**src/rv_decode_pkg.sv**
```systemverilog
`default_nettype none

package rv_decode_pkg;

    ////////////////////
    // Widths
    ////////////////////
    localparam int XLEN       = 32;
    localparam int REG_ADDR_W = 5;

    // Data word, PC and immediate
    typedef logic [XLEN-1:0]       xlen_t;
    // Architectural register index
    typedef logic [REG_ADDR_W-1:0] reg_addr_t;

    ////////////////////
    // Major opcodes
    ////////////////////
    // Instruction bits 6 to 2, low two bits assumed 2'b11
    typedef enum logic [4:0] {
        OPC_LOAD      = 5'b00000,
        OPC_ARITH_IMM = 5'b00100,
        OPC_AUIPC     = 5'b00101,
        OPC_STORE     = 5'b01000,
        OPC_ARITH     = 5'b01100,
        OPC_LUI       = 5'b01101,
        OPC_BRANCH    = 5'b11000,
        OPC_JALR      = 5'b11001,
        OPC_JAL       = 5'b11011
    } rv_opcode_e;

    // ALU operations, compares shared with the branch unit
    typedef enum logic [3:0] {
        ALU_ADD,
        ALU_SUB,
        ALU_SLL,
        ALU_SLTS,
        ALU_SLTU,
        ALU_XOR,
        ALU_SRL,
        ALU_SRA,
        ALU_OR,
        ALU_AND,
        ALU_EQ,
        ALU_NE,
        ALU_LTS,
        ALU_GES,
        ALU_LTU,
        ALU_GEU
    } alu_op_e;

    ////////////////////
    // Operand selects
    ////////////////////
    typedef enum logic [1:0] {
        SRC0_RS0,
        SRC0_PC,
        SRC0_ZERO
    } src0_sel_e;

    typedef enum logic {
        SRC1_RS1,
        SRC1_IMM
    } src1_sel_e;

    // Load/store access size, same coding as funct3[1:0]
    typedef logic [1:0] lsu_size_t;
    localparam lsu_size_t LSU_BYTE = 2'd0;
    localparam lsu_size_t LSU_HALF = 2'd1;
    localparam lsu_size_t LSU_WORD = 2'd2;

endpackage

`default_nettype wire

```
**src/rv_decode_if.sv**
```systemverilog
`timescale 1ns/1ps
`default_nettype none

// Decoded control, decoder to issue controller
interface rv_decode_ctrl_if
    import rv_decode_pkg::*;
();
    src0_sel_e src0_sel;
    src1_sel_e src1_sel;
    xlen_t     imm;
    logic      alu_req;
    logic      b_req;
    logic      lsu_req;
    logic      is_jalr;
    logic      illegal;
    // Unit side fields, read by the top level only
    alu_op_e   alu_op;
    logic      b_is_branch;
    logic      b_is_jump;
    logic      lsu_w_en;
    lsu_size_t lsu_size;
    logic      lsu_signed;

    modport decoder (
        output src0_sel, src1_sel, imm, alu_req, b_req, lsu_req, is_jalr, illegal,
        output alu_op, b_is_branch, b_is_jump, lsu_w_en, lsu_size, lsu_signed
    );

    modport issue (
        input src0_sel, src1_sel, imm, alu_req, b_req, lsu_req, is_jalr, illegal
    );
endinterface

// Register usage and source conflict
interface rv_hazard_if
    import rv_decode_pkg::*;
();
    reg_addr_t rs0_addr;
    reg_addr_t rs1_addr;
    reg_addr_t rd_addr;
    logic      rs0_vld;
    logic      rs1_vld;
    logic      rd_vld;
    logic      issue_fire;
    logic      conflict;

    modport decoder (
        output rs0_addr, rs1_addr, rd_addr, rs0_vld, rs1_vld, rd_vld
    );

    // Addresses needed for the x0 bypass guard
    modport issue (
        input  rs0_addr, rs1_addr, conflict,
        output issue_fire
    );

    modport scoreboard (
        input  rs0_addr, rs1_addr, rd_addr, rs0_vld, rs1_vld, rd_vld, issue_fire,
        output conflict
    );
endinterface

`default_nettype wire

```
**src/rv_decode_top.sv**
```systemverilog
`timescale 1ns/1ps
`default_nettype none

module rv_decode_top
    import rv_decode_pkg::*;
#(
    parameter int NUM_REGS = 32
) (
    input  logic      clk_i,
    input  logic      rst_i,
    // Fetch side
    output logic      decode_rdy_o,
    input  xlen_t     insn_i,
    input  xlen_t     insn_pc_i,
    input  logic      insn_vld_i,
    input  logic      insn_is_rv16_i,
    output logic      insn_illegal_o,
    output logic      j_pc_vld_o,
    output xlen_t     j_pc_o,
    output xlen_t     insn_next_pc_o,
    // Retire
    input  logic      retire_vld_i,
    input  logic      retire_rd_addr_vld_i,
    input  reg_addr_t retire_rd_addr_i,
    // Register file
    output reg_addr_t rs0_addr_o,
    input  xlen_t     rs0_data_i,
    output reg_addr_t rs1_addr_o,
    input  xlen_t     rs1_data_i,
    output reg_addr_t rd_addr_o,
    output logic      rs0_vld_o,
    output logic      rs1_vld_o,
    output logic      rd_vld_o,
    // Issue queue and bypass
    input  logic      issue_rdy_i,
    output logic      issue_vld_o,
    input  logic      exec_b_flush_i,
    input  logic      rs0_byp_en_i,
    input  logic      rs1_byp_en_i,
    input  xlen_t     rs0_byp_data_i,
    input  xlen_t     rs1_byp_data_i,
    // Execution operands
    output xlen_t     exec_src0_o,
    output xlen_t     exec_src1_o,
    output xlen_t     exec_src2_o,
    // ALU
    input  logic      alu_rdy_i,
    output logic      alu_req_vld_o,
    output alu_op_e   alu_opc_o,
    // Branch unit
    input  logic      b_rdy_i,
    output logic      b_req_vld_o,
    output logic      b_is_branch_o,
    output logic      b_is_jump_o,
    // LSU
    input  logic      lsu_rdy_i,
    output logic      lsu_req_vld_o,
    output logic      lsu_req_w_en_o,
    output lsu_size_t lsu_req_size_o,
    output logic      lsu_req_signed_o
);

    rv_decode_ctrl_if ctrl ();
    rv_hazard_if      hz ();

    // Sequential PC, compressed or full width
    assign insn_next_pc_o = insn_pc_i + (insn_is_rv16_i ? xlen_t'(2) : xlen_t'(4));

    rv_insn_decoder u_decoder (
        .insn_i (insn_i),
        .ctrl   (ctrl.decoder),
        .hz     (hz.decoder)
    );

    rv_reg_scoreboard #(
        .NUM_REGS (NUM_REGS)
    ) u_scoreboard (
        .clk_i                (clk_i),
        .rst_i                (rst_i),
        .hz                   (hz.scoreboard),
        .retire_vld_i         (retire_vld_i),
        .retire_rd_addr_vld_i (retire_rd_addr_vld_i),
        .retire_rd_addr_i     (retire_rd_addr_i)
    );

    rv_issue_ctrl u_issue (
        .ctrl           (ctrl.issue),
        .hz             (hz.issue),
        .insn_vld_i     (insn_vld_i),
        .insn_pc_i      (insn_pc_i),
        .rs0_data_i     (rs0_data_i),
        .rs1_data_i     (rs1_data_i),
        .rs0_byp_en_i   (rs0_byp_en_i),
        .rs1_byp_en_i   (rs1_byp_en_i),
        .rs0_byp_data_i (rs0_byp_data_i),
        .rs1_byp_data_i (rs1_byp_data_i),
        .alu_rdy_i      (alu_rdy_i),
        .b_rdy_i        (b_rdy_i),
        .lsu_rdy_i      (lsu_rdy_i),
        .issue_rdy_i    (issue_rdy_i),
        .exec_b_flush_i (exec_b_flush_i),
        .exec_src0_o    (exec_src0_o),
        .exec_src1_o    (exec_src1_o),
        .exec_src2_o    (exec_src2_o),
        .j_pc_o         (j_pc_o),
        .j_pc_vld_o     (j_pc_vld_o),
        .issue_vld_o    (issue_vld_o),
        .decode_rdy_o   (decode_rdy_o)
    );

    ////////////////////
    // Plain port fan-out
    ////////////////////
    assign rs0_addr_o       = hz.rs0_addr;
    assign rs1_addr_o       = hz.rs1_addr;
    assign rd_addr_o        = hz.rd_addr;
    assign rs0_vld_o        = hz.rs0_vld;
    assign rs1_vld_o        = hz.rs1_vld;
    assign rd_vld_o         = hz.rd_vld;
    assign insn_illegal_o   = ctrl.illegal;
    assign alu_req_vld_o    = ctrl.alu_req;
    assign alu_opc_o        = ctrl.alu_op;
    assign b_req_vld_o      = ctrl.b_req;
    assign b_is_branch_o    = ctrl.b_is_branch;
    assign b_is_jump_o      = ctrl.b_is_jump;
    assign lsu_req_vld_o    = ctrl.lsu_req;
    assign lsu_req_w_en_o   = ctrl.lsu_w_en;
    assign lsu_req_size_o   = ctrl.lsu_size;
    assign lsu_req_signed_o = ctrl.lsu_signed;

endmodule

`default_nettype wire

```
**src/rv_insn_decoder.sv**
```systemverilog
`timescale 1ns/1ps
`default_nettype none

module rv_insn_decoder
    import rv_decode_pkg::*;
(
    input  xlen_t             insn_i,
    rv_decode_ctrl_if.decoder ctrl,
    rv_hazard_if.decoder      hz
);

    // Immediate formats kept by this core
    typedef enum logic [1:0] {
        IMM_I,
        IMM_S,
        IMM_U
    } imm_sel_e;

    rv_opcode_e opcode;
    logic [2:0] funct3;
    logic [6:0] funct7;
    imm_sel_e   imm_sel;
    logic       illegal;
    logic       alu_req;
    logic       b_req;
    logic       lsu_req;
    logic       is_jalr;
    logic       rs0_vld;
    logic       rs1_vld;
    logic       rd_vld;

    ////////////////////
    // Fields
    ////////////////////
    assign opcode      = rv_opcode_e'(insn_i[6:2]);
    assign funct3      = insn_i[14:12];
    assign funct7      = insn_i[31:25];
    assign hz.rs0_addr = insn_i[19:15];
    assign hz.rs1_addr = insn_i[24:20];
    assign hz.rd_addr  = insn_i[11:7];

    ////////////////////
    // Immediate
    ////////////////////
    always_comb begin
        case (imm_sel)
            IMM_S:   ctrl.imm = {{20{insn_i[31]}}, insn_i[31:25], insn_i[11:7]};
            IMM_U:   ctrl.imm = {insn_i[31:12], 12'b0};
            default: ctrl.imm = {{20{insn_i[31]}}, insn_i[31:20]};
        endcase
    end

    ////////////////////
    // Opcode decode
    ////////////////////
    always_comb begin
        // Defaults, register-register ALU shape
        ctrl.src0_sel    = SRC0_RS0;
        ctrl.src1_sel    = SRC1_RS1;
        ctrl.alu_op      = ALU_ADD;
        ctrl.b_is_branch = 1'b0;
        ctrl.b_is_jump   = 1'b0;
        ctrl.lsu_w_en    = 1'b0;
        ctrl.lsu_size    = LSU_WORD;
        ctrl.lsu_signed  = 1'b0;
        imm_sel          = IMM_I;
        illegal          = 1'b0;
        alu_req          = 1'b0;
        b_req            = 1'b0;
        lsu_req          = 1'b0;
        is_jalr          = 1'b0;
        rs0_vld          = 1'b0;
        rs1_vld          = 1'b0;
        rd_vld           = 1'b1;
        case (opcode)
            OPC_LUI: begin
                // 0 + U immediate
                ctrl.src0_sel = SRC0_ZERO;
                ctrl.src1_sel = SRC1_IMM;
                imm_sel       = IMM_U;
                alu_req       = 1'b1;
            end
            OPC_AUIPC: begin
                ctrl.src0_sel = SRC0_PC;
                ctrl.src1_sel = SRC1_IMM;
                imm_sel       = IMM_U;
                alu_req       = 1'b1;
            end
            OPC_ARITH_IMM: begin
                ctrl.src1_sel = SRC1_IMM;
                rs0_vld       = 1'b1;
                alu_req       = 1'b1;
                case (funct3)
                    3'b000:  ctrl.alu_op = ALU_ADD;
                    3'b010:  ctrl.alu_op = ALU_SLTS;
                    3'b011:  ctrl.alu_op = ALU_SLTU;
                    3'b100:  ctrl.alu_op = ALU_XOR;
                    3'b110:  ctrl.alu_op = ALU_OR;
                    3'b111:  ctrl.alu_op = ALU_AND;
                    3'b001: begin
                        ctrl.alu_op = ALU_SLL;
                        illegal     = (funct7 != 7'b0000000);
                    end
                    default: begin
                        // Shift right, funct7 picks logical or arithmetic
                        ctrl.alu_op = (funct7[5]) ? ALU_SRA : ALU_SRL;
                        illegal     = (funct7 != 7'b0000000) && (funct7 != 7'b0100000);
                    end
                endcase
            end
            OPC_ARITH: begin
                rs0_vld = 1'b1;
                rs1_vld = 1'b1;
                alu_req = 1'b1;
                if (funct7 == 7'b0000000) begin
                    case (funct3)
                        3'b000:  ctrl.alu_op = ALU_ADD;
                        3'b001:  ctrl.alu_op = ALU_SLL;
                        3'b010:  ctrl.alu_op = ALU_SLTS;
                        3'b011:  ctrl.alu_op = ALU_SLTU;
                        3'b100:  ctrl.alu_op = ALU_XOR;
                        3'b101:  ctrl.alu_op = ALU_SRL;
                        3'b110:  ctrl.alu_op = ALU_OR;
                        default: ctrl.alu_op = ALU_AND;
                    endcase
                end else if (funct7 == 7'b0100000 && funct3 == 3'b000) begin
                    ctrl.alu_op = ALU_SUB;
                end else if (funct7 == 7'b0100000 && funct3 == 3'b101) begin
                    ctrl.alu_op = ALU_SRA;
                end else begin
                    // MUL/DIV (funct7 = 1) not supported here
                    illegal = 1'b1;
                end
            end
            OPC_JAL: begin
                b_req          = 1'b1;
                ctrl.b_is_jump = 1'b1;
            end
            OPC_JALR: begin
                rs0_vld        = 1'b1;
                b_req          = 1'b1;
                ctrl.b_is_jump = 1'b1;
                is_jalr        = 1'b1;
                illegal        = (funct3 != 3'b000);
            end
            OPC_BRANCH: begin
                rs0_vld          = 1'b1;
                rs1_vld          = 1'b1;
                rd_vld           = 1'b0;
                b_req            = 1'b1;
                ctrl.b_is_branch = 1'b1;
                case (funct3)
                    3'b000:  ctrl.alu_op = ALU_EQ;
                    3'b001:  ctrl.alu_op = ALU_NE;
                    3'b100:  ctrl.alu_op = ALU_LTS;
                    3'b101:  ctrl.alu_op = ALU_GES;
                    3'b110:  ctrl.alu_op = ALU_LTU;
                    3'b111:  ctrl.alu_op = ALU_GEU;
                    default: illegal     = 1'b1;
                endcase
            end
            OPC_LOAD: begin
                ctrl.src1_sel   = SRC1_IMM;
                rs0_vld         = 1'b1;
                lsu_req         = 1'b1;
                ctrl.lsu_signed = ~funct3[2];
                case (funct3[1:0])
                    LSU_BYTE: ctrl.lsu_size = LSU_BYTE;
                    LSU_HALF: ctrl.lsu_size = LSU_HALF;
                    // No unsigned word load on RV32
                    LSU_WORD: illegal       = funct3[2];
                    default:  illegal       = 1'b1;
                endcase
            end
            OPC_STORE: begin
                ctrl.src1_sel = SRC1_IMM;
                imm_sel       = IMM_S;
                rs0_vld       = 1'b1;
                rs1_vld       = 1'b1;
                rd_vld        = 1'b0;
                lsu_req       = 1'b1;
                ctrl.lsu_w_en = 1'b1;
                ctrl.lsu_size = funct3[1:0];
                illegal       = funct3[2] || (funct3[1:0] == 2'b11);
            end
            // SYSTEM, FENCE and anything unknown
            default: illegal = 1'b1;
        endcase
    end

    ////////////////////
    // Illegal squash
    ////////////////////
    // Nothing requested, read or written for an illegal word
    assign ctrl.illegal = illegal;
    assign ctrl.alu_req = alu_req & ~illegal;
    assign ctrl.b_req   = b_req & ~illegal;
    assign ctrl.lsu_req = lsu_req & ~illegal;
    assign ctrl.is_jalr = is_jalr & ~illegal;
    assign hz.rs0_vld   = rs0_vld & ~illegal;
    assign hz.rs1_vld   = rs1_vld & ~illegal;
    assign hz.rd_vld    = rd_vld & ~illegal;

endmodule

`default_nettype wire

```
**src/rv_issue_ctrl.sv**
```systemverilog
`timescale 1ns/1ps
`default_nettype none

module rv_issue_ctrl
    import rv_decode_pkg::*;
(
    rv_decode_ctrl_if.issue ctrl,
    rv_hazard_if.issue      hz,
    input  logic            insn_vld_i,
    input  xlen_t           insn_pc_i,
    input  xlen_t           rs0_data_i,
    input  xlen_t           rs1_data_i,
    input  logic            rs0_byp_en_i,
    input  logic            rs1_byp_en_i,
    input  xlen_t           rs0_byp_data_i,
    input  xlen_t           rs1_byp_data_i,
    input  logic            alu_rdy_i,
    input  logic            b_rdy_i,
    input  logic            lsu_rdy_i,
    input  logic            issue_rdy_i,
    input  logic            exec_b_flush_i,
    output xlen_t           exec_src0_o,
    output xlen_t           exec_src1_o,
    output xlen_t           exec_src2_o,
    output xlen_t           j_pc_o,
    output logic            j_pc_vld_o,
    output logic            issue_vld_o,
    output logic            decode_rdy_o
);

    xlen_t rs0_val;
    xlen_t rs1_val;
    logic  unit_grant;

    ////////////////////
    // WB bypass
    ////////////////////
    // x0 always reads the register file value
    assign rs0_val = (rs0_byp_en_i && hz.rs0_addr != '0) ? rs0_byp_data_i : rs0_data_i;
    assign rs1_val = (rs1_byp_en_i && hz.rs1_addr != '0) ? rs1_byp_data_i : rs1_data_i;

    // Operand 0
    always_comb begin
        case (ctrl.src0_sel)
            SRC0_RS0: exec_src0_o = rs0_val;
            SRC0_PC:  exec_src0_o = insn_pc_i;
            default:  exec_src0_o = '0;
        endcase
    end

    // Operand 1, register or immediate
    assign exec_src1_o = (ctrl.src1_sel == SRC1_IMM) ? ctrl.imm : rs1_val;
    // Store data
    assign exec_src2_o = rs1_val;

    // JALR target back to fetch
    assign j_pc_o     = rs0_val + ctrl.imm;
    assign j_pc_vld_o = ctrl.is_jalr & insn_vld_i & issue_rdy_i;

    ////////////////////
    // Issue decision
    ////////////////////
    assign unit_grant = (ctrl.alu_req & alu_rdy_i)
                      | (ctrl.b_req & b_rdy_i)
                      | (ctrl.lsu_req & lsu_rdy_i);

    assign issue_vld_o = insn_vld_i & unit_grant & ~hz.conflict & issue_rdy_i
                       & ~exec_b_flush_i & ~ctrl.illegal;
    assign hz.issue_fire = issue_vld_o;

    // Illegal word dropped so fetch moves on
    assign decode_rdy_o = ~insn_vld_i | issue_vld_o | ctrl.illegal;

endmodule

`default_nettype wire

```
**src/rv_reg_scoreboard.sv**
```systemverilog
`timescale 1ns/1ps
`default_nettype none

module rv_reg_scoreboard
    import rv_decode_pkg::*;
#(
    parameter int NUM_REGS = 32
) (
    input  logic                   clk_i,
    input  logic                   rst_i,
    rv_hazard_if.scoreboard        hz,
    input  logic                   retire_vld_i,
    input  logic                   retire_rd_addr_vld_i,
    input  reg_addr_t              retire_rd_addr_i
);

    logic [NUM_REGS-1:0] pend_q;
    logic [NUM_REGS-1:0] pend_d;
    logic                set_en;
    logic                clr_en;
    logic                rs0_busy;
    logic                rs1_busy;

    // Mark rd on issue, x0 and out of range registers never tracked
    assign set_en = hz.issue_fire && hz.rd_vld && (hz.rd_addr != '0)
                    && (int'(hz.rd_addr) < NUM_REGS);
    assign clr_en = retire_vld_i && retire_rd_addr_vld_i
                    && (int'(retire_rd_addr_i) < NUM_REGS);

    always_comb begin
        pend_d = pend_q;
        if (clr_en) begin
            pend_d[retire_rd_addr_i] = 1'b0;
        end
        // Set applied last so it wins over a same-register clear
        if (set_en) begin
            pend_d[hz.rd_addr] = 1'b1;
        end
    end

    always_ff @(posedge clk_i) begin
        if (rst_i) begin
            pend_q <= '0;
        end else begin
            pend_q <= pend_d;
        end
    end

    // Source reads against pending writes
    assign rs0_busy    = hz.rs0_vld && (int'(hz.rs0_addr) < NUM_REGS) && pend_q[hz.rs0_addr];
    assign rs1_busy    = hz.rs1_vld && (int'(hz.rs1_addr) < NUM_REGS) && pend_q[hz.rs1_addr];
    assign hz.conflict = rs0_busy | rs1_busy;

endmodule

`default_nettype wire

```
**config.mk**
```make
export PLATFORM = sky130hd
export DESIGN_NAME = rv_decode_top
export DESIGN_NICKNAME = d
export VERILOG_FILES = /design/src/rv_decode_pkg.sv /design/src/rv_decode_if.sv /design/src/rv_decode_top.sv /design/src/rv_insn_decoder.sv /design/src/rv_issue_ctrl.sv /design/src/rv_reg_scoreboard.sv
export SDC_FILE = /design/constraint.sdc
export NUM_CORES = 1
export LEC_CHECK = 0
export ABC_AREA = 1
export BUFFER_PORTS_ARGS = -buffer_cell sky130_fd_sc_hd__buf_2
export CELL_PAD_IN_SITES_DETAIL_PLACEMENT = 1
export CELL_PAD_IN_SITES_GLOBAL_PLACEMENT = 1
export CORE_MARGIN = 2
export CORE_UTILIZATION = 30
export CTS_BUF_LIST = sky130_fd_sc_hd__clkbuf_16
export CTS_CLUSTER_DIAMETER = 30
export DETAILED_ROUTE_END_ITERATION = 8
export PLACE_DENSITY = 0.92
export SLEW_MARGIN = 25
export SYNTH_ARGS = -nofsm -noshare
export SYNTH_HDL_FRONTEND = slang
export SYNTH_HIERARCHICAL = 1
export SYNTH_SLANG_ARGS = --single-unit
```
**constraint.sdc**
```tcl
create_clock -name clk_i -period 4.7 [get_ports clk_i]
set_clock_uncertainty 0.2 [all_clocks]
set_input_delay 0.47 -clock clk_i [delete_from_list [all_inputs] [get_ports clk_i]]
set_output_delay 0.47 -clock clk_i [all_outputs]
set_load 0.05 [all_outputs]
```
==> results.sh <==
export IMPL_grt_overflow_total=0
export IMPL_tritoncts="done"
export IMPL_largest_register_ff_count=32
export IMPL_worstPathCellList="buf_2, nor2_2, nand2_2, nor2_2, inv_1, ha_1, inv_1, nand2_2, o21ai_0, buf_4, ha_1, nand2_1, inv_1, a21oi_1, nand2_1, a21oi_1, nand2_1, nand2_1, nand2_1, buf_12"
export IMPL_cts_buffers_inserted=5
export IMPL_fin_ws_ns=0.1978
export IMPL_timing_max_cap_violations=0
export IMPL_slew_limit_headroom_pct=35.35
export IMPL_critPathTopFamily="simple AND/OR/NAND/NOR gates"
export IMPL_num_io_pins=405
export IMPL_floorplan_die_height_um=168.3
export IMPL_clockBufferDepth=2
export IMPL_drc=0
export IMPL_core_area_um2=26730
export IMPL_regMostFlops="u_scoreboard/pend_q"
export IMPL_most_common_layout_cells="658 x sky130_fd_sc_hd__nand2_1, 376 x sky130_fd_sc_hd__buf_2, 210 x sky130_fd_sc_hd__nand3_1"
export IMPL_r2r_setup_slack_ns=1.71
export IMPL_critPathRequiredTime_ns=4.03
export IMPL_number_of_global_route_vias_before_repair=12490
export IMPL_arr_time_crit_path_ns=3.83
export IMPL_grt_max_degree=44
export IMPL_synth_area_per_cell_um2=4.995
export IMPL_critical_path_n_buffers_inverters=6
export IMPL_placement_io_buffers=402
export IMPL_power_frac_clock_pct=13.6
export IMPL_clk_transition_reported_paths_ns=0.05
export IMPL_syn_instance_count=1622
export IMPL_worst_setup_path_start_kind="input port"
export IMPL_die_area_um2=28340
export IMPL_sequentialPowerShare_pct=9.9
export IMPL_ys_seq_area_share_pct=7.907
export IMPL_synth_fp_nets=1873
export IMPL_synthDistinctLibCells=38
export IMPL_slew_viol_final=0
export IMPL_regToRegEndpoint="u_scoreboard/pend_q[6]"
export IMPL_vias_per_cell=5.306
export IMPL_die_w_um=168.3
export IMPL_rsz0062_at_grt="yes"
export IMPL_fill_cells=3944
export IMPL_place_gp_congestion=0.9959
export IMPL_multi_input_area_um2=6379
export IMPL_worst_hold_path_endpoint="u_scoreboard/pend_q[0]"
export IMPL_drt_antenna_violating_nets=0
export IMPL_power_density_nw_per_um2=250.2
export IMPL_setup_worst_path_end_class="output pin"
export IMPL_fmax_ghz=0.2221
export IMPL_clkLatencyLatePin_ns=0.28
export IMPL_outcome="finished clean"
export IMPL_starting_density_pct=30.31
export IMPL_dpl_cell_area_um2=10770
export IMPL_layout_net_count=2243
export IMPL_first_iter_violations=766
export IMPL_grtUsageTotal_pct=31.17
export IMPL_yosys_warnings=6
export IMPL_timing_worst_setup_path_type="input port to output pin"
export IMPL_synth_area_top_cells="sky130_fd_sc_hd__nand2_1 31%, sky130_fd_sc_hd__nand3_1 13%, sky130_fd_sc_hd__inv_1 8.5%"
export IMPL_place_ws_ns=0.08641
export IMPL_route_final_wire_length_um=46400
export IMPL_final_setup_fails=0
export IMPL_crit_start="insn_i[3]"
export IMPL_num_rows=60
export IMPL_peakVddDrop_v=0.0001275
export IMPL_hold_path_startpoint="u_scoreboard/pend_q[0]"
export IMPL_crit_path_max_incr_delay_ns=0.34
export IMPL_final_min_period_over_clock_period_pct=95.79
export IMPL_swShare_pct=58.30
export IMPL_final_hold_violation_count=0
export IMPL_power_combinational_fraction_pct=76.5
export IMPL_place_detailed_hpwl_um=39350
export IMPL_clock_sinks=32
export IMPL_first_pass_grt_wire_length_um=69460
export IMPL_p_int_uw=1144
export IMPL_netlist_area_leader_share_pct=30.53
export IMPL_first_pass_iters=5
export IMPL_route_vias_total=12430
export IMPL_synth_largest_area_cell="sky130_fd_sc_hd__nand2_1"
export IMPL_cts_root_buffer="sky130_fd_sc_hd__clkbuf_16"
export IMPL_min_period_ns=4.502
export IMPL_switching_power_uw=1600
export IMPL_mappedNetlistArea_um2=8102
export IMPL_timing_critical_path_fanout_max=14
export IMPL_antenna_violations_before_repair=11
export IMPL_area_delta_synth_final_pct=35.38
export IMPL_synth_seq_cells=32
export IMPL_timing_hold_worst_class="flop to flop"
export IMPL_final_cell_area_um2=10970
export IMPL_reg_largest_list="u_scoreboard/pend_q (32)"
export IMPL_final_layout_size_suffix_gt1_share_pct=25.49
export IMPL_crit_slowest_cell="sky130_fd_sc_hd__ha_1"
export IMPL_rr_startpoint="u_scoreboard/pend_q[20]"
export IMPL_detailed_route_wire_length_per_cell_um=19.80
export IMPL_post_place_cells=2326
export IMPL_stdcell_count=2343
export IMPL_seqCellArea_um2=640.6
export IMPL_critical_path_most_common_cell="sky130_fd_sc_hd__nand2_1"
export IMPL_final_hold_worst_slack_ns=0.2946
export IMPL_worst_r2r_cell_count=15
export IMPL_cts_htree_levels=2
export IMPL_tightest_slew_ns=0.9687
export IMPL_worst_hold_path_num_cells=2
export IMPL_total_power_uw=2744
export IMPL_mostFrequentLayoutCell="sky130_fd_sc_hd__nand2_1"
export IMPL_p_leak_uw=0.006357
-- layer usage --
layer / vias to the layer above / share of wire [%] / global-route usage (%)
li1: 5893 / - / -
met1: 5902 / 41 / 37.46
met2: 524 / 49 / 56.13
met3: 109 / 6.2 / 3.879
met4: 4 / 3.7 / 12.56
met5: - / 0.052 / 0
-- Yosys cell counts, drive strengths merged --
| cell type | instances |
|---|---|
| o21ai | 60 |
| inv | 194 |
| clkbuf | 24 |
| o22ai | 1 |
| a21o | 1 |
| fa | 2 |
| buf | 44 |
| nand3b | 16 |
| nor3 | 14 |
| o21bai | 3 |
| xnor2 | 8 |
| o211ai | 5 |
| xor2 | 21 |
| nor4 | 3 |
| o21a | 1 |
| nand4 | 9 |
| nor2 | 165 |
| dfxtp | 32 |
| or3b | 1 |
| a21oi | 54 |
| a31oi | 30 |
| nand2 | 678 |
| nand3 | 217 |
| ha | 39 |
-- cell type report --
type	count	area share (%)
Sequential cell	32	5.841
Clock inverter	3	0.3536
Multi-Input combinational cell	1328	58.16
Timing Repair Buffer	431	23.77
Clock buffer	5	1.141
Antenna cell	9	0.2053
Tap cell	341	3.890
Inverter	194	6.639
-- tightest hold or removal path: stages (launching register included) --
cell and delay (ns):
sky130_fd_sc_hd__dfxtp_1 0.32, sky130_fd_sc_hd__o21ai_0 0.08, sky130_fd_sc_hd__nor2_1 0.04
-- power groups by stage --
stage                     clock network (uW)  logic, uW  registers, uW
after floorplan                            0       1290            277
after global placement                     0       2050            277
after detailed placement                   0       2080            277
after CTS                                373       2090            271
after global routing                     391       2210            271
final                                    373       2100            271
-- timing repair --
action / CTS / global route
resized for setup: 0 / 8
setup endpoints to repair: 0 / 20
hold buffers: 0 / 0
setup buffers: 0 / 0
-- worst max-delay path by stage --
stage	to	depth (start not counted)	slack (ns)
finish	j_pc_o[29]	20	0.20
global route	j_pc_o[20]	22	0.0005
CTS	j_pc_o[25]	20	0.07
detailed placement	j_pc_o[25]	20	0.09
global placement	j_pc_o[12]	18	0.27
floorplan	j_pc_o[12]	18	-0.06
-- per-stage QoR --
stage               setup TNS [ns]  util, %
finish                           0    41.04
global route                     0    41.04
CTS                              0    40.89
detailed placement               0    40.28
global placement                 0    40.28
floorplan                 -0.09690        -
-- logic make-up after synthesis --
logic type,Yosys count,share of synthesized area [%]
AO/OA/AOI/OAI,155,10.69
XOR/XNOR,29,3.135
adder cells (fa/ha/maj),41,6.517
buffers and inverters,262,13.73
flip-flops,32,7.907
AND/OR/NAND/NOR,1103,58.02
Note: power is estimated with default switching activity, not from simulation.
